### src/hw/hbm_wr_stats.sv
`timescale 1ns/1ps
`default_nettype none

module hbm_wr_stats (
    input  logic        hbm_clk,
    input  logic        hbm_aresetn,
    input  logic        job_start,
    input  logic        hbm_write_done,
    input  logic        aw_fire,
    input  logic        w_fire,
    output logic [31:0] hbm_write_cycle_cnt,
    output logic [31:0] hbm_write_addr_cnt,
    output logic [31:0] hbm_write_data_cnt
);

    logic        running;
    logic [31:0] cycle_cnt, addr_cnt, data_cnt;

    always_ff @(posedge hbm_clk) begin
        if (!hbm_aresetn) begin
            running   <= 1'b0;
            cycle_cnt <= '0;
            addr_cnt  <= '0;
            data_cnt  <= '0;
            hbm_write_cycle_cnt <= '0;
            hbm_write_addr_cnt  <= '0;
            hbm_write_data_cnt  <= '0;
        end else begin
            if (job_start) begin
                running   <= 1'b1;
                cycle_cnt <= '0;
                addr_cnt  <= '0;
                data_cnt  <= '0;
            end else begin
                if (hbm_write_done) running <= 1'b0;
                if (running) cycle_cnt <= cycle_cnt + 32'd1;
                if (aw_fire) addr_cnt <= addr_cnt + 32'd1;
                if (w_fire) data_cnt <= data_cnt + 32'd1;
            end
            hbm_write_cycle_cnt <= cycle_cnt;   // one cycle behind
            hbm_write_addr_cnt  <= addr_cnt;
            hbm_write_data_cnt  <= data_cnt;
        end
    end

endmodule

`default_nettype wire

### config.mk
export PLATFORM = sky130hd
export DESIGN_NAME = hbm_wr_stats
export DESIGN_NICKNAME = d
export VERILOG_FILES = /design/src/hw/hbm_wr_stats.sv
export SDC_FILE = /design/constraint.sdc
export NUM_CORES = 1
export LEC_CHECK = 0
export ABC_AREA = 0
export BUFFER_PORTS_ARGS = -buffer_cell sky130_fd_sc_hd__buf_4
export CORE_MARGIN = 2
export CORE_UTILIZATION = 61
export CTS_BUF_LIST = sky130_fd_sc_hd__clkbuf_16
export DETAILED_ROUTE_END_ITERATION = 7
export GPL_ROUTABILITY_DRIVEN = 0
export PLACE_DENSITY = 0.8
export SETUP_SLACK_MARGIN = 0.3
export SYNTH_ARGS = -nofsm -noshare
export SYNTH_HDL_FRONTEND = slang
export SYNTH_SLANG_ARGS = --single-unit
### constraint.sdc
create_clock -name hbm_clk -period 7.2 [get_ports hbm_clk]
set_input_delay 2.16 -clock hbm_clk [delete_from_list [all_inputs] [get_ports hbm_clk]]
set_output_delay 2.16 -clock hbm_clk [all_outputs]
set_load 0.05 [all_outputs]
==> flow_summary.yaml <==
outcome:
  status: "finished, final reports clean"
place:
  portBuffers: 101
  dpl.hpwl_mm: 9.16
  place_inst: 947
  place_ws_ns: 2.73
cts:
  cts_sinks: 193
  root_buffer: "clkbuf_16"
  cts_tree: "built"
  cts_resized: 0
  postCtsHoldBufs: 0
  cts.path.max_buffers: 2
  cts_setup_buffers: 0
  cts.clk_slew.worst_paths_ns: 0.07
  h-tree-depth: 4
  cts_buffers: 17
  clk_latency_ns: 0.43
synth:
  yosysTopAreaCell: "dfxtp_1"
  synth-seq-cells: 193
  synth_edf_count: 0
  synthCells: 751
  seq_area_frac_synth: 0.537
  yosysWarnings: 0
  synth.distinct_cells: 36
  async_flop_share: 0
  postSynthAreaPerCell_um2: 9.58
  ys_top_cells_by_count: "193 x dfxtp_1, 98 x and2_1, 51 x a21oi_1"
  synth.most_common_cell: "dfxtp_1"
  syn-num-nets: 760
  ys.flop_type: "dfxtp_1"
  syn_area_mm2: 0.00720
  ys_top_cells_by_area: "dfxtp_1 54%, and2_1 8.5%, or4_1 4.4%"
  synth_top_cell_area_share: 0.537
global_routing:
  grt_max_degree: 100
  grt_use_total: 0.233
  gr-total-overflow: 0
  grt_first_pass_wirelength_mm: 24.4
  grt_pass1_vias: 5334
  antenna_found_initial: 0
worst_setup_path:
  crit_required_ns: 7.58
  cpMaxStageDelayCell: "nand2b_2"
  crit_chain: "buf_4, nand2b_2, buf_4, a311oi_1, a41o_1"
  crit_top_cell: "buf_4"
  path_class: "in -> reg"
  crit_family: "buffers and inverters"
  cpPeakStageDelay_ns: 0.71
  worst_setup_path_end_kind: "flop"
  startpoint_type: "input pin"
  crit_fanout: 99
  crit_buf_inv: 2
  worstPathArrival_ns: 4.48
sta:
  hold_violations: 0
  drv_slew: 0
  fin_crit_ns: 4.10
  setup_ws_ns: 3.10
  timing.fmax_ghz: 0.244
  period_share: 0.570
  rsz0062_at_grt: "no"
  worst_slew_pin_slew_ns: 0.981
  setup_violations: 0
  final.setup_skew_ns: 0.00705
  fin_tns_setup_ns: 0
  maxSlewHeadroom: 0.344
route:
  ant_nets: 0
  vias: 5684
  wirelength_mm: 14.5
  first_pass_iters: 5
  via_per_inst: 5.81
  wl_per_cell_um: 14.8
  remaining_drc_errors: 0
  first_iter_violations: 301
hold_path:
  hp-class: "reg -> reg"
die:
  num_rows: 39
  initial_utilization: 0.628
  fp.coreArea_mm2: 0.0115
  die_width_um: 113
  die_area_mm2: 0.0127
  ioPinCount: 102
  die_y_um: 113
flow_run:
  cap_viol_max_count: 0
power:
  power_density_mw_per_mm2: 239
  power.leakage_nw: 3.09
  ir_drop_mv: 0.171
final_layout:
  stdcell_count: 979
  drive_gt1_frac: 0.170
  multi_input_area_mm2: 0.00309
  nFillCells: 800
  antenna_cells: 0
  finalNetCount: 832
  seq_area_mm2: 0.00386
  synthToLayoutAreaGrowth_pct: 18.6
final cells by class:
class,instances,area share
Inverter,11,0.00484
Timing Repair Buffer,102,0.0897
Clock buffer,17,0.0498
Clock inverter,15,0.0199
Tap cell,143,0.0210
Sequential cell,193,0.453
Multi-Input combinational cell,498,0.362
kinds of logic after synthesis:
logic type / synth area share
AND/OR/NAND/NOR: 0.279
flip-flops: 0.537
AO/OA/AOI/OAI: 0.0953
buffers and inverters: 0.0339
XOR/XNOR: 0.0402
multiplexers: 0.00973
adder cells (fa/ha/maj): 0.00522
layer usage:
| metal | routed length [um] | part of all wire | track usage |
|---|---|---|---|
| met1 | 6470 | 0.45 | 0.297 |
| met2 | 6900 | 0.48 | 0.372 |
| met3 | 740 | 0.051 | 0.0589 |
| met4 | 371 | 0.026 | 0.110 |
| met5 | 0 | 0 | 0 |
state kept, by name, summed over array words and instances, names as in the netlist:
register,cells
data_cnt,32
addr_cnt,32
cycle_cnt,32
hbm_write_cycle_cnt,32
hbm_write_addr_cnt,32
hbm_write_data_cnt,32
running,1
placed cells by master (no fill, tap or decap), drive strengths merged, types with 4 or more instances in the layout:
cell type / Yosys / final
dfxtp: 193 / 193
xor2: 13 / 13
a21oi: 51 / 51
clkinv: 0 / 6
clkbuf: 42 / 17
nand2b: 6 / 6
nor3: 9 / 9
mux2i: 7 / 7
xnor2: 20 / 20
o21ai: 15 / 15
buf: 7 / 102
nand4: 33 / 33
nand3: 26 / 26
and2: 98 / 98
o31ai: 36 / 36
or4: 43 / 43
inv: 11 / 14
or3: 14 / 14
nand2: 38 / 38
and4: 9 / 9
or2: 5 / 5
nor4: 15 / 15
and3: 4 / 4
nor2: 40 / 40
through the flow:
step	total power [mW]	hold WS [ns]	cell area [um^2]	utilization
after floorplan	1.12	0.438	7200	-
after CTS	2.05	0.474	8540	0.745
after global routing	2.10	0.496	8540	0.745
final	2.04	0.480	8540	0.745
after detailed placement	1.12	0.463	7940	0.693
after global placement	1.12	0.449	7940	0.693
where the power goes:
part | switching [mW] | leakage (nW) | internal (mW)
registers | 0.00278 | 1.55 | 1.07
logic | 0.0210 | 1.24 | 0.00690
clock network | 0.394 | 0.292 | 0.543
tightest hold or removal path: stages (launching register included):
cell	delay, ns
dfxtp_1	0.32
nand2_1	0.05
mux2i_1	0.05
worst paths after layout:
kind	slack (ns)	startpoint	to	cells past startpoint
min	0.48	addr_cnt[31]	addr_cnt[31]	2
min reg2reg	0.48	addr_cnt[31]	addr_cnt[31]	2
max reg2reg	4.72	addr_cnt[7]	addr_cnt[23]	4
max	3.10	hbm_aresetn	data_cnt[29]	5
Power figures use the tool's default switching activity.
