==> config.mk <==
export PLATFORM = sky130hd
export DESIGN_NAME = hbm_w_ctrl
export DESIGN_NICKNAME = d
export VERILOG_FILES = /design/src/hw/hbm_write_pkg.sv /design/src/hw/hbm_w_ctrl.sv
export SDC_FILE = /design/constraint.sdc
export NUM_CORES = 1
export LEC_CHECK = 0
export BUFFER_PORTS_ARGS = -buffer_cell sky130_fd_sc_hd__clkbuf_2
export CORE_ASPECT_RATIO = 1.75
export CORE_UTILIZATION = 57
export CTS_BUF_LIST = sky130_fd_sc_hd__clkbuf_16
export DETAILED_ROUTE_END_ITERATION = 10
export PLACE_DENSITY = 0.8
export SYNTH_ARGS = -nofsm -noshare
export SYNTH_HDL_FRONTEND = slang
export SYNTH_SLANG_ARGS = --single-unit
==> constraint.sdc <==
create_clock -name hbm_clk -period 4.1 [get_ports hbm_clk]
set_input_delay 0.615 -clock hbm_clk [delete_from_list [all_inputs] [get_ports hbm_clk]]
set_output_delay 0.615 -clock hbm_clk [all_outputs]
set_load 0.03 [all_outputs]
==> src/hw/hbm_write_pkg.sv <==
`default_nettype none

package hbm_write_pkg;

    ////////////////////////////////////////
    // widths and sizes
    ////////////////////////////////////////
    localparam int hbm_addr_w  = 33;    // 8 GB byte address
    localparam int dma_addr_w  = 64;
    localparam int dma_data_w  = 512;
    localparam int hbm_data_w  = 256;
    localparam int burst_beats = 2;     // awlen + 1
    localparam int burst_bytes = 64;    // one burst = one dma word
    localparam int fifo_depth  = 16;    // 512-bit entries
    localparam int fifo_slack  = 4;     // room for words still in flight

    localparam int fifo_ptr_w = $clog2(fifo_depth);
    localparam int beat_w     = $clog2(burst_beats);

    ////////////////////////////////////////
    // banked layout of matrix A
    ////////////////////////////////////////
    localparam int chan_num            = 8;
    localparam int chan_lsb            = 28;   // channel sits above this bit
    localparam int chan_w              = $clog2(chan_num);
    localparam int b_samples_per_burst = 16;
    localparam int a_samples_per_burst = 8;
    localparam int features_per_burst  = 64;
    localparam int bits_per_pass       = 2;

    typedef enum logic [2:0] {
        idle, send_b_cmd, load_b_addr, write_b_addr,
        send_a_cmd, load_a_addr, write_a_addr, write_end
    } addr_state_t;

    typedef enum logic [2:0] {
        w_idle, w_b_wait, w_b_data, w_gap, w_a_wait, w_a_data, w_end
    } data_state_t;

endpackage

`default_nettype wire

==> src/hw/hbm_w_ctrl.sv <==
`timescale 1ns/1ps
`default_nettype none

module hbm_w_ctrl
    import hbm_write_pkg::*;
(
    input  logic        hbm_clk,
    input  logic        hbm_aresetn,
    input  logic        job_start,
    input  logic [31:0] data_a_length,
    input  logic [31:0] data_b_length,
    input  logic        fifo_empty,
    output logic        fifo_rd_en,
    output logic        hbm_wvalid,
    output logic        hbm_wlast,
    input  logic        hbm_wready,
    output logic        hbm_write_done
);

    data_state_t       state, state_nxt;
    logic [beat_w-1:0] beat_cnt;
    logic [31:0]       burst_cnt;
    logic [31:0]       bursts_m1;     // bursts in this phase minus one
    logic              w_fire, phase_end;

    assign hbm_wvalid     = ((state == w_b_data) || (state == w_a_data)) & ~fifo_empty;
    assign hbm_wlast      = hbm_wvalid & (beat_cnt == beat_w'(burst_beats - 1));
    assign w_fire         = hbm_wvalid & hbm_wready;
    assign fifo_rd_en     = w_fire;
    assign phase_end      = w_fire & hbm_wlast & (burst_cnt == bursts_m1);
    assign hbm_write_done = (state == w_end);

    always_comb begin
        state_nxt = state;
        case (state)
            w_idle:   if (job_start) state_nxt = w_b_wait;
            w_b_wait: if (!fifo_empty) state_nxt = w_b_data;
            w_b_data: if (phase_end) state_nxt = w_gap;
            w_gap:    state_nxt = w_a_wait;    // A count loads here
            w_a_wait: if (!fifo_empty) state_nxt = w_a_data;
            w_a_data: if (phase_end) state_nxt = w_end;
            w_end:    state_nxt = w_idle;
            default:  state_nxt = w_idle;
        endcase
    end

    always_ff @(posedge hbm_clk) begin
        if (!hbm_aresetn) begin
            state     <= w_idle;
            beat_cnt  <= '0;
            burst_cnt <= '0;
            bursts_m1 <= '0;
        end else begin
            state <= state_nxt;
            if (state == w_idle && job_start)
                bursts_m1 <= (data_b_length >> $clog2(burst_bytes)) - 32'd1;
            else if (state == w_gap)
                bursts_m1 <= (data_a_length >> $clog2(burst_bytes)) - 32'd1;
            if (w_fire) begin
                beat_cnt <= hbm_wlast ? '0 : beat_cnt + 1'b1;
                if (hbm_wlast)
                    burst_cnt <= phase_end ? '0 : burst_cnt + 32'd1;
            end
        end
    end

endmodule

`default_nettype wire

==> metrics.md <==
| Metric | Value |
|---|---|
| Maximum vdd ir drop | 0.0002210 V |
| First-pass GRT wire length | 16930 um |
| Die X | 66.16 um |
| Antenna violations before repair | 0 |
| Rows | 40 |
| CTS tree | yes |
| Avg WL per Cell | 15.14 um |
| Reg area | 1261 sq um |
| Fraction of the mapped netlist area in adder cells | 0.6094% |
| Die H | 114.3 um |
| Fraction of the mapped netlist area in simple logic gates | 32.85% |
| Fill cells | 585 |
| Post-synth EDFFs | 0 |
| Synth Flop Type | dfxtp_1 |
| Worst stage delay on the critical path | 670 ps |
| Post-DP Area | 4449 sq um |
| Gr usage total | 29.06% |
| Most common cell after layout, fill and taps aside | nor2_1 |
| Fin crit period | 3440 ps |
| Hold buffers post-CTS | 0 |
| Sequential share of the synthesized area | 30.71% |
| Synth async-reset ratio | 0% |
| WS Path Type | register to register |
| Bufs and invs on worst path | 0 |
| Layout cells sized above 1 | 14.88% |
| HP Class | register to register |
| Synth Area in Compound Gates | 12.16% |
| Post-route insts no fill | 662 |
| RSZ-0062 raised after global routing | false |
| #FFs+latches synth | 63 |
| Fin crit share | 83.91% |
| # placed instances | 646 |
| Residual DRC count | 0 |
| Finished Core Util | 68.50% |
| Initial core utilization | 59.46% |
| Num CTS Buffers | 9 |
| IO Count | 73 |
| Final Instance Area | 4731 sq um |
| Wirelength, routed | 10020 um |
| Hold Crit Endpoint | bursts_m1[9] |
| Synthesized Nets | 593 |
| Layout area overhead | 15.20% |
| R2r setup slk | 660 ps |
| Slew HR | 30.18% |
| Fin. max-slew vios | 0 |
| TritonRoute pass-1 iters | 5 |
| Run status | complete, no violations |
| Critical-path maximum fanout | 12 |
| Hold Vio Cnt, Final | 0 |
| Largest family of logic cells by synthesized area | simple AND/OR/NAND/NOR gates |
| Critical Path AT | 3710 ps |
| Critical Path RT | 4370 ps |
| Crit path top cell by count | or4b_1 |
| Clock H-tree levels | 3 |
| GRT overflow | 0 |
| Leak | 0.001824 uW |
| Clk slew on worst S/H paths | 50 ps |
| Synth Area in XOR/XNOR | 16.00% |
| Max Cap Violations | 0 |
| Die area | 7561 sq um |
| Mapped Cells | 522 |
| Clock root cell | clkbuf_16 |
| # diodes | 0 |
| Worst hold start | bursts_m1[9] |
| CP startpoint kind | register |
| Post_cts resized | 0 |
| Area of the multi-input gates | 2730 sq um |
| Via count | 3894 |
| Clk_skew | 5.147 ps |
| DR iter-0 viols | 157 |
| Final setup fails | 0 |
| CP Capture Type | register |
| Worst-Skew Late Latency | 340 ps |
| # port buffers | 60 |
| Routability Congestion | 0.8793 |
| Most frequent cells in the layout | nor2_1, dfxtp_1, clkbuf_2, nand2_1, xnor2_1 |
| Longest Clk Path Bufs | 2 |
| Reg2reg start | state[1] |
| Power per cell area | 393.1 nW/um^2 |
| Area of the mapped netlist | 4106 sq um |
| R2r endpoint | bursts_m1[18] |
| HPWL after detailed placement | 7620 um |
| Clock Sinks | 63 |
| Fin nets | 644 |
| Kind of cell adding the most delay to the critical path | simple AND/OR/NAND/NOR gates |
| Syn_area_per_cell | 7.867 sq um |
| Peak Freq | 0.2907 GHz |
| Postcts setup bufs | 0 |
| Slew @ Worst Pin | 1045 ps |
| CP Cell Sequence | or4b_1, mux2i_1, ha_1, nor4b_1, nand4b_1, a221oi_4, o21ai_2, or4b_1, nand3_1 |
| R2R cell count | 9 |
| Vias in the first global route | 3757 |
| Yosys warnings | 0 |
| Worst hold path cell count | 2 |
| Mux contribution to synthesized area | 4.662% |
| Critical-path cell with the highest stage delay | or4b_1 |
| Post-synth cell types | 60 |
| Largest net degree at the start of global routing | 35 |
| Routed vias/inst | 5.882 |
| Core Region | 6907 sq um |
| DRT antenna net count | 0 |
| Setup TNS | 0 ps |
worst min-delay path, cell delays in order, from the launching register on:
cell and delay [ps]:
dfxtp_1 320, nand2_1 50, a21boi_0 60
metrics by stage:
step           setup WS, ps  total power, uW  hold WS (ps)
2_1_floorplan         374.4             1022         450.1
3_3_place_gp          534.7             1131         464.8
3_5_place_dp          465.8             1142         472.5
4_1_cts               678.2             1859         479.4
5_1_grt               366.8             1939         513.7
6_report              659.8             1860         477.6
layout make-up:
type,instances,share of cell area (%)
inverter,6,0.4761
tap,84,2.222
sequential,63,26.66
multi-input combinational,429,57.71
clock inverter,7,1.190
clock buffer,9,4.761
timing repair buffer,64,6.982
Yosys cell counts (8+ instances only):
library cell,n,area (sq um)
nor2_1,66,247.7
dfxtp_1,63,1261
nand2_1,53,198.9
xnor2_1,51,446.7
nand3_1,35,175.2
xor2_1,24,210.2
nor3_1,22,110.1
clkbuf_1,19,71.32
mux2i_1,18,180.2
nand4_1,16,100.1
o21ai_0,14,70.07
or3_1,14,87.58
and3_1,9,56.30
nor2b_1,9,56.30
a21boi_0,8,60.06
o211ai_1,8,60.06
worst max-delay path by stage:
stage          cells after the start  slack [ps]      start            end
2_1_floorplan                     12         370  job_start  bursts_m1[18]
3_3_place_gp                      10         530  job_start  bursts_m1[18]
3_5_place_dp                      10         470  job_start  bursts_m1[18]
4_1_cts                            9         680   state[1]  bursts_m1[18]
5_1_grt                            9         370   state[0]  bursts_m1[18]
6_report                           9         660   state[1]  bursts_m1[18]
layer usage:
| layer | part of all wire (%) | track usage [%] | up-vias | wire, um |
|---|---|---|---|---|
| li1 | - | - | 1954 | - |
| met1 | 41 | 31.70 | 1813 | 4067 |
| met2 | 53 | 52.65 | 106 | 5306 |
| met3 | 2.8 | 3.984 | 21 | 282 |
| met4 | 3.6 | 15.18 | 0 | 365 |
| met5 | 0 | 0 | - | 0 |
flip-flops by register name, summed over array words and instances (netlist names):
| register | flops |
|---|---|
| bursts_m1 | 27 |
| burst_cnt | 32 |
| beat_cnt | 1 |
| state | 3 |
power breakdown:
group	switching (uW)	internal (uW)	leakage, uW
clock	264	459	0.000149
combinational	245	178	0.00116
sequential	49.1	665	0.000513
cell families after synthesis:
kind of cell               Yosys count
xor gates and xnor gates            75
and+or+nand+nor                    264
muxes                               19
adders and majority gates            2
AOI/OAI and AO/OA                   69
DFF                                 63
buffers and inverters               30
(Power assumes the default switching activity.)
