===== config.mk =====
export PLATFORM = sky130hd
export DESIGN_NAME = hbm_aw_gen
export DESIGN_NICKNAME = d
export VERILOG_FILES = /design/src/hw/hbm_write_pkg.sv /design/src/hw/hbm_aw_gen.sv
export SDC_FILE = /design/constraint.sdc
export NUM_CORES = 1
export LEC_CHECK = 0
export ABC_AREA = 1
export BUFFER_PORTS_ARGS = -buffer_cell sky130_fd_sc_hd__buf_2
export CORE_UTILIZATION = 24
export CTS_CLUSTER_DIAMETER = 50
export CTS_CLUSTER_SIZE = 14
export DETAILED_ROUTE_END_ITERATION = 16
export GPL_TIMING_DRIVEN = 1
export SYNTH_ARGS = -nofsm -noshare
export SYNTH_HDL_FRONTEND = slang
export SYNTH_SLANG_ARGS = --single-unit

===== constraint.sdc =====
create_clock -name hbm_clk -period 4.3 [get_ports hbm_clk]
set_input_delay 0.645 -clock hbm_clk [delete_from_list [all_inputs] [get_ports hbm_clk]]
set_output_delay 0.645 -clock hbm_clk [all_outputs]
set_load 0.02 [all_outputs]

===== src/hw/hbm_write_pkg.sv =====
`default_nettype none

package hbm_write_pkg;

    ////////////////////////////////////////
    // widths and sizes
    ////////////////////////////////////////
    localparam int hbm_addr_w  = 33;    // 8 GB byte address
    localparam int dma_addr_w  = 64;
    localparam int dma_data_w  = 512;
    localparam int hbm_data_w  = 256;
    localparam int burst_beats = 2;     // awlen + 1
    localparam int burst_bytes = 64;    // one burst = one dma word
    localparam int fifo_depth  = 16;    // 512-bit entries
    localparam int fifo_slack  = 4;     // room for words still in flight

    localparam int fifo_ptr_w = $clog2(fifo_depth);
    localparam int beat_w     = $clog2(burst_beats);

    ////////////////////////////////////////
    // banked layout of matrix A
    ////////////////////////////////////////
    localparam int chan_num            = 8;
    localparam int chan_lsb            = 28;   // channel sits above this bit
    localparam int chan_w              = $clog2(chan_num);
    localparam int b_samples_per_burst = 16;
    localparam int a_samples_per_burst = 8;
    localparam int features_per_burst  = 64;
    localparam int bits_per_pass       = 2;

    typedef enum logic [2:0] {
        idle, send_b_cmd, load_b_addr, write_b_addr,
        send_a_cmd, load_a_addr, write_a_addr, write_end
    } addr_state_t;

    typedef enum logic [2:0] {
        w_idle, w_b_wait, w_b_data, w_gap, w_a_wait, w_a_data, w_end
    } data_state_t;

endpackage

`default_nettype wire


===== src/hw/hbm_aw_gen.sv =====
`timescale 1ns/1ps
`default_nettype none

module hbm_aw_gen
    import hbm_write_pkg::*;
(
    input  logic                  hbm_clk,
    input  logic                  hbm_aresetn,
    input  logic                  start,
    input  logic [dma_addr_w-1:0] dma_addr_a,
    input  logic [dma_addr_w-1:0] dma_addr_b,
    input  logic [31:0]           data_a_length,
    input  logic [31:0]           data_b_length,
    input  logic [hbm_addr_w-1:0] hbm_addr_b,
    input  logic [31:0]           number_of_samples,
    output logic                  dma_cmd_valid,
    output logic [dma_addr_w-1:0] dma_cmd_address,
    output logic [31:0]           dma_cmd_length,
    input  logic                  dma_cmd_ready,
    output logic                  hbm_awvalid,
    output logic [hbm_addr_w-1:0] hbm_awaddr,
    input  logic                  hbm_awready,
    output logic                  job_start,
    output logic                  walker_load,
    output logic                  walker_step,
    input  logic [hbm_addr_w-1:0] a_burst_addr,
    input  logic                  a_done,
    input  logic                  walker_chan_wrap
);

    addr_state_t state, state_nxt;
    logic        start_d0;
    logic [31:0] b_burst_cnt;
    logic [31:0] b_bursts;
    logic        cmd_fire, aw_fire;

    assign b_bursts = number_of_samples >> $clog2(b_samples_per_burst);

    assign dma_cmd_valid = (state == send_b_cmd) || (state == send_a_cmd);
    assign hbm_awvalid   = (state == write_b_addr) || (state == write_a_addr);
    assign cmd_fire      = dma_cmd_valid & dma_cmd_ready;
    assign aw_fire       = hbm_awvalid & hbm_awready;
    assign walker_load   = (state == load_a_addr);
    assign walker_step   = (state == write_a_addr) & hbm_awready;

    always_ff @(posedge hbm_clk) begin
        if (!hbm_aresetn) begin
            start_d0  <= 1'b0;
            job_start <= 1'b0;
            state     <= idle;
        end else begin
            start_d0  <= start;
            job_start <= start_d0;  // two flops behind start
            state     <= state_nxt;
        end
    end

    always_comb begin
        state_nxt = state;
        case (state)
            idle:         if (job_start) state_nxt = send_b_cmd;
            send_b_cmd:   if (cmd_fire) state_nxt = load_b_addr;
            load_b_addr:  state_nxt = write_b_addr;
            write_b_addr: if (aw_fire && b_burst_cnt == b_bursts - 1) state_nxt = send_a_cmd;
            send_a_cmd:   if (cmd_fire) state_nxt = load_a_addr;
            load_a_addr:  state_nxt = write_a_addr;
            write_a_addr: begin
                if (aw_fire && a_done)
                    state_nxt = write_end;
                else if (aw_fire && walker_chan_wrap)
                    state_nxt = load_a_addr;    // next channel
            end
            write_end:    state_nxt = idle;
            default:      state_nxt = idle;
        endcase
    end

    // command payload and burst address
    always_ff @(posedge hbm_clk) begin
        if (state == idle && job_start) begin
            dma_cmd_address <= dma_addr_b;
            dma_cmd_length  <= data_b_length;
            b_burst_cnt     <= '0;
        end
        if (state == write_b_addr) begin
            dma_cmd_address <= dma_addr_a;  // ready for the A command
            dma_cmd_length  <= data_a_length;
        end
        if (state == load_b_addr) hbm_awaddr <= hbm_addr_b;
        if (state == load_a_addr) hbm_awaddr <= a_burst_addr;  // channel start
        if (aw_fire) begin
            hbm_awaddr  <= hbm_awaddr + hbm_addr_w'(burst_bytes);
            b_burst_cnt <= b_burst_cnt + 32'd1;
        end
    end

endmodule

`default_nettype wire


==> results.md <==
- Row cnt: 74
- Via/cell ratio: 4.34
- Tightest Pin Transition: 0.919 ns
- Worst skew pair latency: 0.44 ns
- Max Slew Vio Count: 0
- First-pass GRT wire length: 49400 um
- Critical Path RT: 4.38 ns
- CP dominant cell by count: nand2_1
- Clock Skew: 0.0131 ns
- Max Clock Freq: 388 MHz
- #FFs+latches synth: 166
- GRT Residual Overflow: 0
- Area of the multi-input gates: 4420 um2
- Seq pwr share: 42.2%
- Bufs on Longest Clock Path: 2
- Final Setup Violations: 0
- Critical Path Source Type: flip-flop
- Setup WS pre-CTS: 1.62 ns
- CP endpoint kind: flip-flop
- CP startpoint: state[1]$_SDFFE_PN0P_
- Ys async rst share: 0%
- Setup slack, reg-to-reg: 1.72 ns
- Remaining DRCs: 0
- Reg area: 4930 um2
- Crit path cell chain: nand2_1 -> nand2_2 -> nand2_4 -> nor2_8 -> inv_2 -> nand2_1 -> buf_4
- Pwr Density: 433 nW/um2
- Drt first pass iters: 6
- Primary flip-flop cell chosen by synthesis mapping: edfxtp_1
- Die area: 42100 um2
- Fill count: 4361
- Reg2Reg Launch Point: state[1]$_SDFFE_PN0P_
- Initial DRC Count: 578
- Clock power share: 27.0%
- Post-CTS setup buffers: 0
- Min-delay worst type: input pin to flip-flop
- Slowest cell on crit path: inv_2
- Max VDD drop: 0.263 mV
- H-tree levels: 4
- Initial Utilization: 24.3%
- CTS Sinks: 166
- Antenna Nets Post-Route: 0
- Root buffer cell: clkbuf_16
- Post-synthesis sequential area ratio: 49.9%
- Synthesis Warnings: 0
- Tcrit/Tclk final: 60.0%
- Vias in the first global route: 8926
- Syn Nets: 1565
- Logic gate share of total power: 30.8%
- Sw Share: 37.4%
- Synth cell types: 46
- Final setup TNS: 0 ns
- Pint: 3580 uW
- Dpl hpwl: 26800 um
- Final Util: 32.5%
- Max-Cap Viols: 0
- Switching Power: 2140 uW
- Syn Inst Count: 1265
- DRT Wirelength: 33500 um
- Layout Cells excl Fill: 2229
- CTS Buf Count: 17
- Via count: 9667
- CTS tree: built
- Fin. Hold Viols: 0
- Leak pwr: 0.00631 uW
- Final WS setup: 1.72 ns
- Global placer's final weighted congestion: 0.866
- Syn Std Cell Area: 9900 um2
- Outcome: finished, final reports clean
- Nets@finish: 1980
- Cell total after placement: 2193
- Unrepaired setup endpoints after global routing: false
- Worst-path maximum fanout: 51
- Die Y: 205 um
- Crit path kind: flip-flop to flip-flop
- Largest net degree at the start of global routing: 99
- Syn_area_per_cell: 7.82 um2
- Post-CTS Hold Buffers: 0
- Wire per inst: 15.0 um
- Buffers on Ports: 426
- Io pins: 431
- Worst-path clk slew: 0.08 ns
- Area growth syn-to-layout: 33.7%
- EDFF count, synth: 161
- Share of cells above drive strength 1: 31.7%
- Fin crit period: 2.58 ns
- Post-CTS sizing: 0
- Slew margin rel.: 38.7%
- Core area: 40700 um2
- CP peak stage delay: 0.45 ns
- Initial antenna violation count: 6
- DIE WIDTH: 205 um
- Overall global routing resource usage: 15.6%
- Min-delay src: start
- Crit path arrival time: 2.66 ns
[area by class of cell]
| cell class | count | area share (%) |
|---|---|---|
| Sequential cell | 166 | 37.3 |
| Clock inverter | 14 | 1.03 |
| Clock buffer | 18 | 3.24 |
| Multi-Input combinational cell | 954 | 33.4 |
| Tap cell | 532 | 5.03 |
| Inverter | 107 | 3.04 |
| Antenna cell | 4 | 0.0757 |
| Timing Repair Buffer | 434 | 16.9 |
[synth_stat cells, drive strengths merged, types with 11 or more instances]
master / count / area share, %
edfxtp: 161 / 49
o21ai: 23 / 1.2
nor2: 126 / 5.9
xor2: 31 / 2.7
a21oi: 17 / 0.90
or2: 11 / 0.70
inv: 106 / 4.0
clkbuf: 32 / 1.2
nand3: 49 / 2.6
xnor2: 18 / 1.6
nand2: 599 / 23
nor3: 28 / 2.0
nand4: 13 / 0.88
[power groups by stage]
stage / combinational [uW] / sequential, uW / clock [uW]
final: 1760 / 2420 / 1550
after global routing: 1950 / 2450 / 1650
after CTS: 1790 / 2420 / 1590
after detailed placement: 1790 / 2450 / 0
after global placement: 1760 / 2440 / 0
after floorplan: 785 / 2730 / 0
[final timing paths]
path                                   endpoint  depth (start not counted)
setup / recovery  b_burst_cnt[24]$_SDFFCE_PN0P_                          7
hold reg to reg            job_start$_SDFF_PN0_                          2
hold / removal              start_d0$_SDFF_PN0_                          3
setup reg to reg  b_burst_cnt[24]$_SDFFCE_PN0P_                          7
[worst max-delay path: cells and delay by family, from the launching register on]
kind / cells / cell delay [ns]
AND/OR/NAND/NOR: 5 / 0.88
buffers and inverters: 2 / 0.86
flip-flops: 1 / 0.44
[sequential cells by signal, summed over array words and instances (netlist names)]
register	count
dma_cmd_length	32
state	3
start_d0	1
b_burst_cnt	32
job_start	1
hbm_awaddr	33
dma_cmd_address	64
[per-layer routing]
metal	GRT usage [%]	up-vias	share of wire (%)
met1	18.5	4416	41
met4	4.52	4	1.6
met2	27.5	330	51
li1	-	4884	-
met3	3.99	33	6.4
met5	0	-	0.078
[per-stage QoR]
stage	hold slack (ns)	total power [uW]	instance area (um2)
2_1_floorplan	0.390	3510	9900
3_3_place_gp	0.405	4200	12700
3_5_place_dp	0.407	4240	12700
4_1_cts	0.356	5800	13200
5_1_grt	0.375	6050	13200
6_report	0.386	5730	13200
[cells in the final DEF (no fill, tap or decap), drive strengths merged]
cell and n:
ha 3, a21oi 17, o211ai 7, and2 1, xnor2 18, inv 115
o21ai 23, edfxtp 161, and3 1, nor3 28, clkinvlp 1, bufinv 1
nor3b 6, clkinv 4, buf 434, nor4 3, nand3 49, nor2 126
or4 1, dfxtp 5, clkbuf 18, xor2 31, nand3b 1, o21a 2
a211oi 2, a31o 1, nand2 599, or2 11, o31ai 3, nand4 13
diode 4, a31oi 6, o21bai 2
[logic make-up after synthesis]
logic type | after synthesis | share of synthesized area, %
buf+inv | 145 | 5.63
compound gates | 63 | 3.74
simple gates | 839 | 36.1
flops | 166 | 49.9
fa+ha+maj | 3 | 0.379
xor+xnor | 49 | 4.34
(Power assumes the default switching activity.)
