<file path="src/hw/hbm_write_pkg.sv">
`default_nettype none

package hbm_write_pkg;

    ////////////////////////////////////////
    // widths and sizes
    ////////////////////////////////////////
    localparam int hbm_addr_w  = 33;    // 8 GB byte address
    localparam int dma_addr_w  = 64;
    localparam int dma_data_w  = 512;
    localparam int hbm_data_w  = 256;
    localparam int burst_beats = 2;     // awlen + 1
    localparam int burst_bytes = 64;    // one burst = one dma word
    localparam int fifo_depth  = 16;    // 512-bit entries
    localparam int fifo_slack  = 4;     // room for words still in flight

    localparam int fifo_ptr_w = $clog2(fifo_depth);
    localparam int beat_w     = $clog2(burst_beats);

    ////////////////////////////////////////
    // banked layout of matrix A
    ////////////////////////////////////////
    localparam int chan_num            = 8;
    localparam int chan_lsb            = 28;   // channel sits above this bit
    localparam int chan_w              = $clog2(chan_num);
    localparam int b_samples_per_burst = 16;
    localparam int a_samples_per_burst = 8;
    localparam int features_per_burst  = 64;
    localparam int bits_per_pass       = 2;

    typedef enum logic [2:0] {
        idle, send_b_cmd, load_b_addr, write_b_addr,
        send_a_cmd, load_a_addr, write_a_addr, write_end
    } addr_state_t;

    typedef enum logic [2:0] {
        w_idle, w_b_wait, w_b_data, w_gap, w_a_wait, w_a_data, w_end
    } data_state_t;

endpackage

`default_nettype wire

</file>
<file path="src/hw/hbm_a_layout_walker.sv">
`timescale 1ns/1ps
`default_nettype none

module hbm_a_layout_walker
    import hbm_write_pkg::*;
(
    input  logic                  hbm_clk,
    input  logic                  hbm_aresetn,
    input  logic                  job_start,
    input  logic                  walker_load,
    input  logic                  walker_step,
    input  logic [31:0]           dimension,
    input  logic [31:0]           number_of_samples,
    input  logic [31:0]           number_of_bits,
    input  logic [31:0]           araddr_stride,
    output logic [hbm_addr_w-1:0] a_burst_addr,
    output logic                  a_done,
    output logic                  walker_chan_wrap
);

    logic [31:0]         dim_align;
    logic [31:0]         feat_cnt, samp_cnt;
    logic [7:0]          bit_cnt;
    logic [chan_w-1:0]   chan_cnt;
    logic [chan_lsb-1:0] base_addr;     // pass base, below channel field
    logic                feat_last, samp_last, chan_last, bit_last;

    // dimension rounded up to whole feature groups
    assign dim_align = (dimension + 32'(features_per_burst - 1))
                       & ~32'(features_per_burst - 1);

    assign feat_last = (feat_cnt + features_per_burst >= dim_align);
    assign samp_last = (samp_cnt + a_samples_per_burst >= number_of_samples);
    assign chan_last = (chan_cnt == chan_w'(chan_num - 1));
    assign bit_last  = (32'(bit_cnt) + bits_per_pass >= number_of_bits);

    assign walker_chan_wrap = feat_last & samp_last;   // last burst of this channel
    assign a_done           = walker_chan_wrap & chan_last & bit_last;
    assign a_burst_addr     = {(hbm_addr_w - chan_lsb)'(chan_cnt), base_addr};

    always_ff @(posedge hbm_clk) begin
        if (!hbm_aresetn || job_start) begin
            feat_cnt  <= '0;
            samp_cnt  <= '0;
            chan_cnt  <= '0;
            bit_cnt   <= '0;
            base_addr <= '0;
        end else begin
            if (walker_load && chan_last)
                base_addr <= base_addr + araddr_stride[chan_lsb-1:0]; // next pass
            if (walker_step) begin
                feat_cnt <= feat_last ? '0 : feat_cnt + features_per_burst;
                if (feat_last)
                    samp_cnt <= samp_last ? '0 : samp_cnt + a_samples_per_burst;
                if (walker_chan_wrap) begin
                    chan_cnt <= chan_last ? '0 : chan_cnt + 1'b1;
                    if (chan_last)
                        bit_cnt <= bit_last ? '0 : bit_cnt + 8'(bits_per_pass);
                end
            end
        end
    end

endmodule

`default_nettype wire

</file>
<file path="config.mk">
export PLATFORM = sky130hd
export DESIGN_NAME = hbm_a_layout_walker
export DESIGN_NICKNAME = d
export VERILOG_FILES = /design/src/hw/hbm_write_pkg.sv /design/src/hw/hbm_a_layout_walker.sv
export SDC_FILE = /design/constraint.sdc
export NUM_CORES = 1
export LEC_CHECK = 0
export ABC_AREA = 1
export BUFFER_PORTS_ARGS = -buffer_cell sky130_fd_sc_hd__buf_2
export CORE_ASPECT_RATIO = 0.75
export CORE_MARGIN = 1.5
export CORE_UTILIZATION = 56
export DETAILED_ROUTE_END_ITERATION = 7
export PLACE_DENSITY = 0.8
export SLEW_MARGIN = 20
export SYNTH_ARGS = -nofsm -noshare
export SYNTH_HDL_FRONTEND = slang
export SYNTH_SLANG_ARGS = --single-unit
</file>
<file path="constraint.sdc">
create_clock -name hbm_clk -period 5.19 [get_ports hbm_clk]
set_clock_uncertainty 0.1 [all_clocks]
set_input_delay 1.038 -clock hbm_clk [delete_from_list [all_inputs] [get_ports hbm_clk]]
set_output_delay 1.038 -clock hbm_clk [all_outputs]
set_load 0.05 [all_outputs]
</file>
==> summary.log <==
INFO  cts            clkTransAtPathRegs=0.06ns
INFO  worst_setup_path path_max_fanout=5
INFO  synthesis      syn-cell-area=9110squm
INFO  cts            postCtsHoldBufs=0
INFO  layout         drive_above_1_share=0.150
INFO  grt            grtUsageTotal=0.276
INFO  drt            finalWirelength=22900microns
INFO  drt            drt-vias-per-instance=5.16
INFO  timing         finalHoldViolCount=0
INFO  cts            cts_max_path_buffers=2
INFO  worst_setup_path worst_path_most_repeated_cell=sky130_fd_sc_hd__nand2_1
INFO  cts            cts_htree_levels=3
INFO  synthesis      synth_edf_count=0
INFO  drt            maxUsedRoutingLayer=met4
INFO  pwr            leakage=5.60nW
INFO  grt            wire_length_of_the_first_global_routing_pass=38400microns
INFO  die            die_h=113microns
INFO  grt            grt_start_max_net_pins=46
INFO  pwr            max-vdd-ir-drop=0.155mV
INFO  place          dp.final_hpwl=18500microns
INFO  synthesis      ys_async_sr_fraction=0
INFO  worst_setup_path slowest_delay=0.31ns
INFO  timing         finalHoldWorstSlack=0.387ns
INFO  drt            routed-wl-met2=9620microns
INFO  pwr            intPower=1.14mW
INFO  worst_setup_path worstSetupStartpointType=input pin
INFO  layout         area_growth_syn_to_layout=14.1%
INFO  hold_path      hp-class=reg2reg
INFO  layout         antennaDiodeCount=0
INFO  die            core_region_area=16000squm
INFO  timing         finalCritPeriodShare=0.945
INFO  synthesis      synth_register_bits=93
INFO  die            floorplan.io_pins=168
INFO  timing         max_slew.worst_pin.slew=0.787ns
INFO  worst_setup_path worst_path_dominant_cell_family=simple AND/OR/NAND/NOR gates
INFO  drt            drt_pre_antenna_iters=5
INFO  die            die_area=17100squm
INFO  worst_setup_path crit_required=4.05ns
INFO  pwr            power.share.sequential=0.462
INFO  layout         multi_input_area=6200squm
INFO  worst_setup_path cells_along_the_critical_path=buf_2, nand2_1, nor4_4, nand4_2, nor2_4, nand2_1, xor2_1, ha_1, nand2_1, nor2_2, nand3_1, nor2_1, nand2_1, nand2_4, nand2_1, inv_1, nand2_1, nor2_1, clkbuf_4
INFO  cts            clkLatencyLatePin=0.36ns
INFO  status         outcome=complete, no violations
INFO  drt            final_antenna_net_count=0
INFO  timing         relSlewSlack=0.476
INFO  pwr            power.density=150nW/um^2
INFO  layout         register_area=1860squm
INFO  timing         setup_violations=0
INFO  worst_setup_path worstPathBufferInverterCount=3
INFO  cts            clock_tree_from_tritoncts=built
INFO  timing         rsz_0062_raised_after_global_routing=no
INFO  timing         minimum_clock_period=4.90ns
INFO  place          globalplace.congestion=0.942
INFO  drt            dr_wl_met3=1690microns
INFO  cts            cts-root-buf=sky130_fd_sc_hd__clkbuf_16
INFO  layout         fillers=1510
INFO  grt            grt_antenna_before_repair=0
INFO  pwr            switchingPower=0.422mW
INFO  pwr            switching_share=0.271
INFO  synthesis      synthesis.area_per_instance=6.23squm
INFO  synthesis      yosys.area.top_type=sky130_fd_sc_hd__dfxtp_1
INFO  synthesis      synth_ff_type=sky130_fd_sc_hd__dfxtp_1
INFO  timing         drv_slew=0
INFO  worst_setup_path setup.worst_path.class=in2out
INFO  flow_run       cap_viol_max_count=0
INFO  synthesis      number_of_distinct_library_cell_variants_in_the_gate_level_netlist_after_synthesis=48
INFO  die            floorplan.die.width=150microns
INFO  grt            globalRouteOverflowTotal=0
INFO  drt            drtIter0Drc=657
INFO  drt            detail_route.drc_violations=0
INFO  synthesis      synth.area.top_cells=sky130_fd_sc_hd__dfxtp_1 20%, sky130_fd_sc_hd__nand2_1 15%, sky130_fd_sc_hd__ha_1 13%, sky130_fd_sc_hd__inv_1 10%, sky130_fd_sc_hd__nor2_1 8.0%
INFO  die            placementRows=40
INFO  cts            cts.sink_count=93
INFO  worst_setup_path cp-end-kind=primary output
INFO  layout         nets_finish=1847
INFO  pwr            power.share.clock=0.395
INFO  drt            met1_length=11300microns
INFO  cts            cts-buffers-inserted=9
INFO  synthesis      post_synth_inst_count=1463
INFO  timing         fmaxAchievable=204MHz
INFO  place          buffer_ports.inserted=161
INFO  synthesis      yosysSeqAreaShare=0.204
INFO  synthesis      warnings_from_yosys=0
INFO  synthesis      synth_top_area_share=0.204
INFO  drt            wl_per_cell=12.5microns
INFO  worst_setup_path worst-endpoint-arrival=3.76ns
INFO  die            start_util=0.571
INFO  worst_setup_path cp_slowest_cell=sky130_fd_sc_hd__nor4_4
INFO  pwr            logic_pwr_share=0.143
INFO  drt            vias=9441
INFO  grt            vias_in_the_first_global_route=8413
INFO  timing         setup_tns=0ns
[worst register-to-register path, stage by stage (launching register included)]
cell and delay [ns]:
sky130_fd_sc_hd__dfxtp_1 0.41, sky130_fd_sc_hd__ha_1 0.23, sky130_fd_sc_hd__nand3_2 0.11, sky130_fd_sc_hd__inv_1 0.15, sky130_fd_sc_hd__nand3_2 0.11, sky130_fd_sc_hd__nor2_2 0.24, sky130_fd_sc_hd__nand3_2 0.15, sky130_fd_sc_hd__o21ai_0 0.19
sky130_fd_sc_hd__inv_1 0.06, sky130_fd_sc_hd__nor2_1 0.08, sky130_fd_sc_hd__inv_1 0.07, sky130_fd_sc_hd__ha_1 0.27, sky130_fd_sc_hd__nand2_1 0.05, sky130_fd_sc_hd__nor2_2 0.10, sky130_fd_sc_hd__nand3_1 0.11, sky130_fd_sc_hd__nor2_1 0.11
sky130_fd_sc_hd__nand2_1 0.09, sky130_fd_sc_hd__nand2_4 0.12, sky130_fd_sc_hd__nand2_4 0.15, sky130_fd_sc_hd__nor2_8 0.29, sky130_fd_sc_hd__nand2_2 0.29, sky130_fd_sc_hd__o21ai_0 0.22
[sequential cells by signal (all words and copies together), names as in the netlist]
name	cells
chan_cnt	3
samp_cnt	29
feat_cnt	26
base_addr	28
bit_cnt	7
[cell type report]
class	count	area share
multi-input cells	1092	0.597
flip-flops and latches	93	0.179
inverters	256	0.0924
repair buffers	166	0.0814
well taps	210	0.0253
clock buffers	10	0.0230
clock inverters	4	0.00229
[path summary, 6_finish.rpt]
kind,start,end,slack [ns],depth (start not counted)
max,dimension[9],a_done,0.29,19
min,samp_cnt[6]$_SDFFE_PP0P_,samp_cnt[6]$_SDFFE_PP0P_,0.39,2
max reg2reg,feat_cnt[6]$_SDFFE_PP0P_,samp_cnt[17]$_SDFFE_PP0P_,1.41,21
min reg2reg,samp_cnt[6]$_SDFFE_PP0P_,samp_cnt[6]$_SDFFE_PP0P_,0.39,2
[layer usage]
layer	up-vias	track usage
met1	4165	0.400
met2	294	0.421
met5	-	0
li1	4954	-
met4	0	0.0516
met3	28	0.0640
[what timing repair did]
item                       4_1_cts  5_1_grt
gates resized for setup          0        8
buffers inserted                 0        1
setup endpoints to repair        0        2
[logic make-up after synthesis]
logic type,synth area share
flip-flops,0.204
AO/OA/AOI/OAI,0.107
AND/OR/NAND/NOR,0.358
other,0.000411
XOR/XNOR,0.0784
buffers and inverters,0.119
adder cells (fa/ha/maj),0.133
[power by group through the flow]
| stage | registers, mW | logic [mW] | clock network, mW |
|---|---|---|---|
| 5_1_grt | 0.719 | 0.253 | 0.660 |
| 3_5_place_dp | 0.735 | 0.219 | 0 |
| 6_report | 0.719 | 0.223 | 0.615 |
| 3_3_place_gp | 0.735 | 0.213 | 0 |
| 4_1_cts | 0.719 | 0.221 | 0.631 |
| 2_1_floorplan | 0.735 | 0.134 | 0 |
[through the flow]
step                      worst slack (ns)  instance area (sq um)  cells   util  power, mW
after floorplan                     0.0726                   9120   1464      -      0.869
final                                0.287                  10400   1831  0.651       1.56
after detailed placement             0.170                  10100   1816  0.632      0.955
after global placement               0.216                  10100   1816  0.632      0.949
after CTS                            0.161                  10400   1830  0.649       1.57
after global routing                0.0126                  10400   1831  0.651       1.63
[cell usage after synthesis (2+ instances only)]
cell type,instances
sky130_fd_sc_hd__nand2_1,364
sky130_fd_sc_hd__inv_1,248
sky130_fd_sc_hd__nor2_1,194
sky130_fd_sc_hd__ha_1,95
sky130_fd_sc_hd__dfxtp_1,93
sky130_fd_sc_hd__a21oi_1,80
sky130_fd_sc_hd__nand3_1,69
sky130_fd_sc_hd__xor2_1,64
sky130_fd_sc_hd__o21ai_0,47
sky130_fd_sc_hd__nor3_1,37
sky130_fd_sc_hd__nand4_1,33
sky130_fd_sc_hd__clkbuf_1,14
sky130_fd_sc_hd__xnor2_1,12
sky130_fd_sc_hd__nor4_1,9
sky130_fd_sc_hd__a21o_1,8
sky130_fd_sc_hd__nand2_2,8
sky130_fd_sc_hd__o22ai_2,7
sky130_fd_sc_hd__inv_2,6
sky130_fd_sc_hd__nor2_2,6
sky130_fd_sc_hd__o21bai_1,6
sky130_fd_sc_hd__nand3b_1,4
sky130_fd_sc_hd__nor2_4,4
sky130_fd_sc_hd__nor3_2,4
sky130_fd_sc_hd__o21ai_2,4
sky130_fd_sc_hd__a21oi_2,3
sky130_fd_sc_hd__buf_2,3
sky130_fd_sc_hd__buf_4,3
sky130_fd_sc_hd__buf_6,3
sky130_fd_sc_hd__nand2_4,3
sky130_fd_sc_hd__nand3_2,3
sky130_fd_sc_hd__o211ai_1,3
sky130_fd_sc_hd__o21ai_1,3
sky130_fd_sc_hd__a21boi_0,2
sky130_fd_sc_hd__clkinv_1,2
sky130_fd_sc_hd__nor3_4,2
sky130_fd_sc_hd__nor4_2,2
sky130_fd_sc_hd__o21a_1,2
sky130_fd_sc_hd__or2_2,2
sky130_fd_sc_hd__xor2_2,2
[placed cells by master, fill, tap and decap left out, types with 4 or more instances in the layout]
| master | count |
|---|---|
| sky130_fd_sc_hd__a21o_1 | 8 |
| sky130_fd_sc_hd__inv_2 | 6 |
| sky130_fd_sc_hd__nand4_1 | 33 |
| sky130_fd_sc_hd__inv_1 | 248 |
| sky130_fd_sc_hd__nand3_1 | 68 |
| sky130_fd_sc_hd__nand2_1 | 364 |
| sky130_fd_sc_hd__xnor2_1 | 12 |
| sky130_fd_sc_hd__clkbuf_16 | 9 |
| sky130_fd_sc_hd__o22ai_2 | 7 |
| sky130_fd_sc_hd__ha_1 | 95 |
| sky130_fd_sc_hd__nand2_2 | 8 |
| sky130_fd_sc_hd__a21oi_1 | 80 |
| sky130_fd_sc_hd__o21ai_0 | 47 |
| sky130_fd_sc_hd__nor2_4 | 6 |
| sky130_fd_sc_hd__nor2_1 | 191 |
| sky130_fd_sc_hd__nor3_1 | 37 |
| sky130_fd_sc_hd__dfxtp_1 | 93 |
| sky130_fd_sc_hd__nand3_2 | 4 |
| sky130_fd_sc_hd__nor3_2 | 4 |
| sky130_fd_sc_hd__nor4_1 | 9 |
| sky130_fd_sc_hd__o21bai_1 | 6 |
| sky130_fd_sc_hd__nor2_2 | 7 |
| sky130_fd_sc_hd__o21ai_2 | 4 |
| sky130_fd_sc_hd__buf_4 | 5 |
| sky130_fd_sc_hd__nand3b_1 | 4 |
| sky130_fd_sc_hd__buf_2 | 160 |
| sky130_fd_sc_hd__xor2_1 | 64 |
No activity file was read; power rests on OpenSTA's default activity.
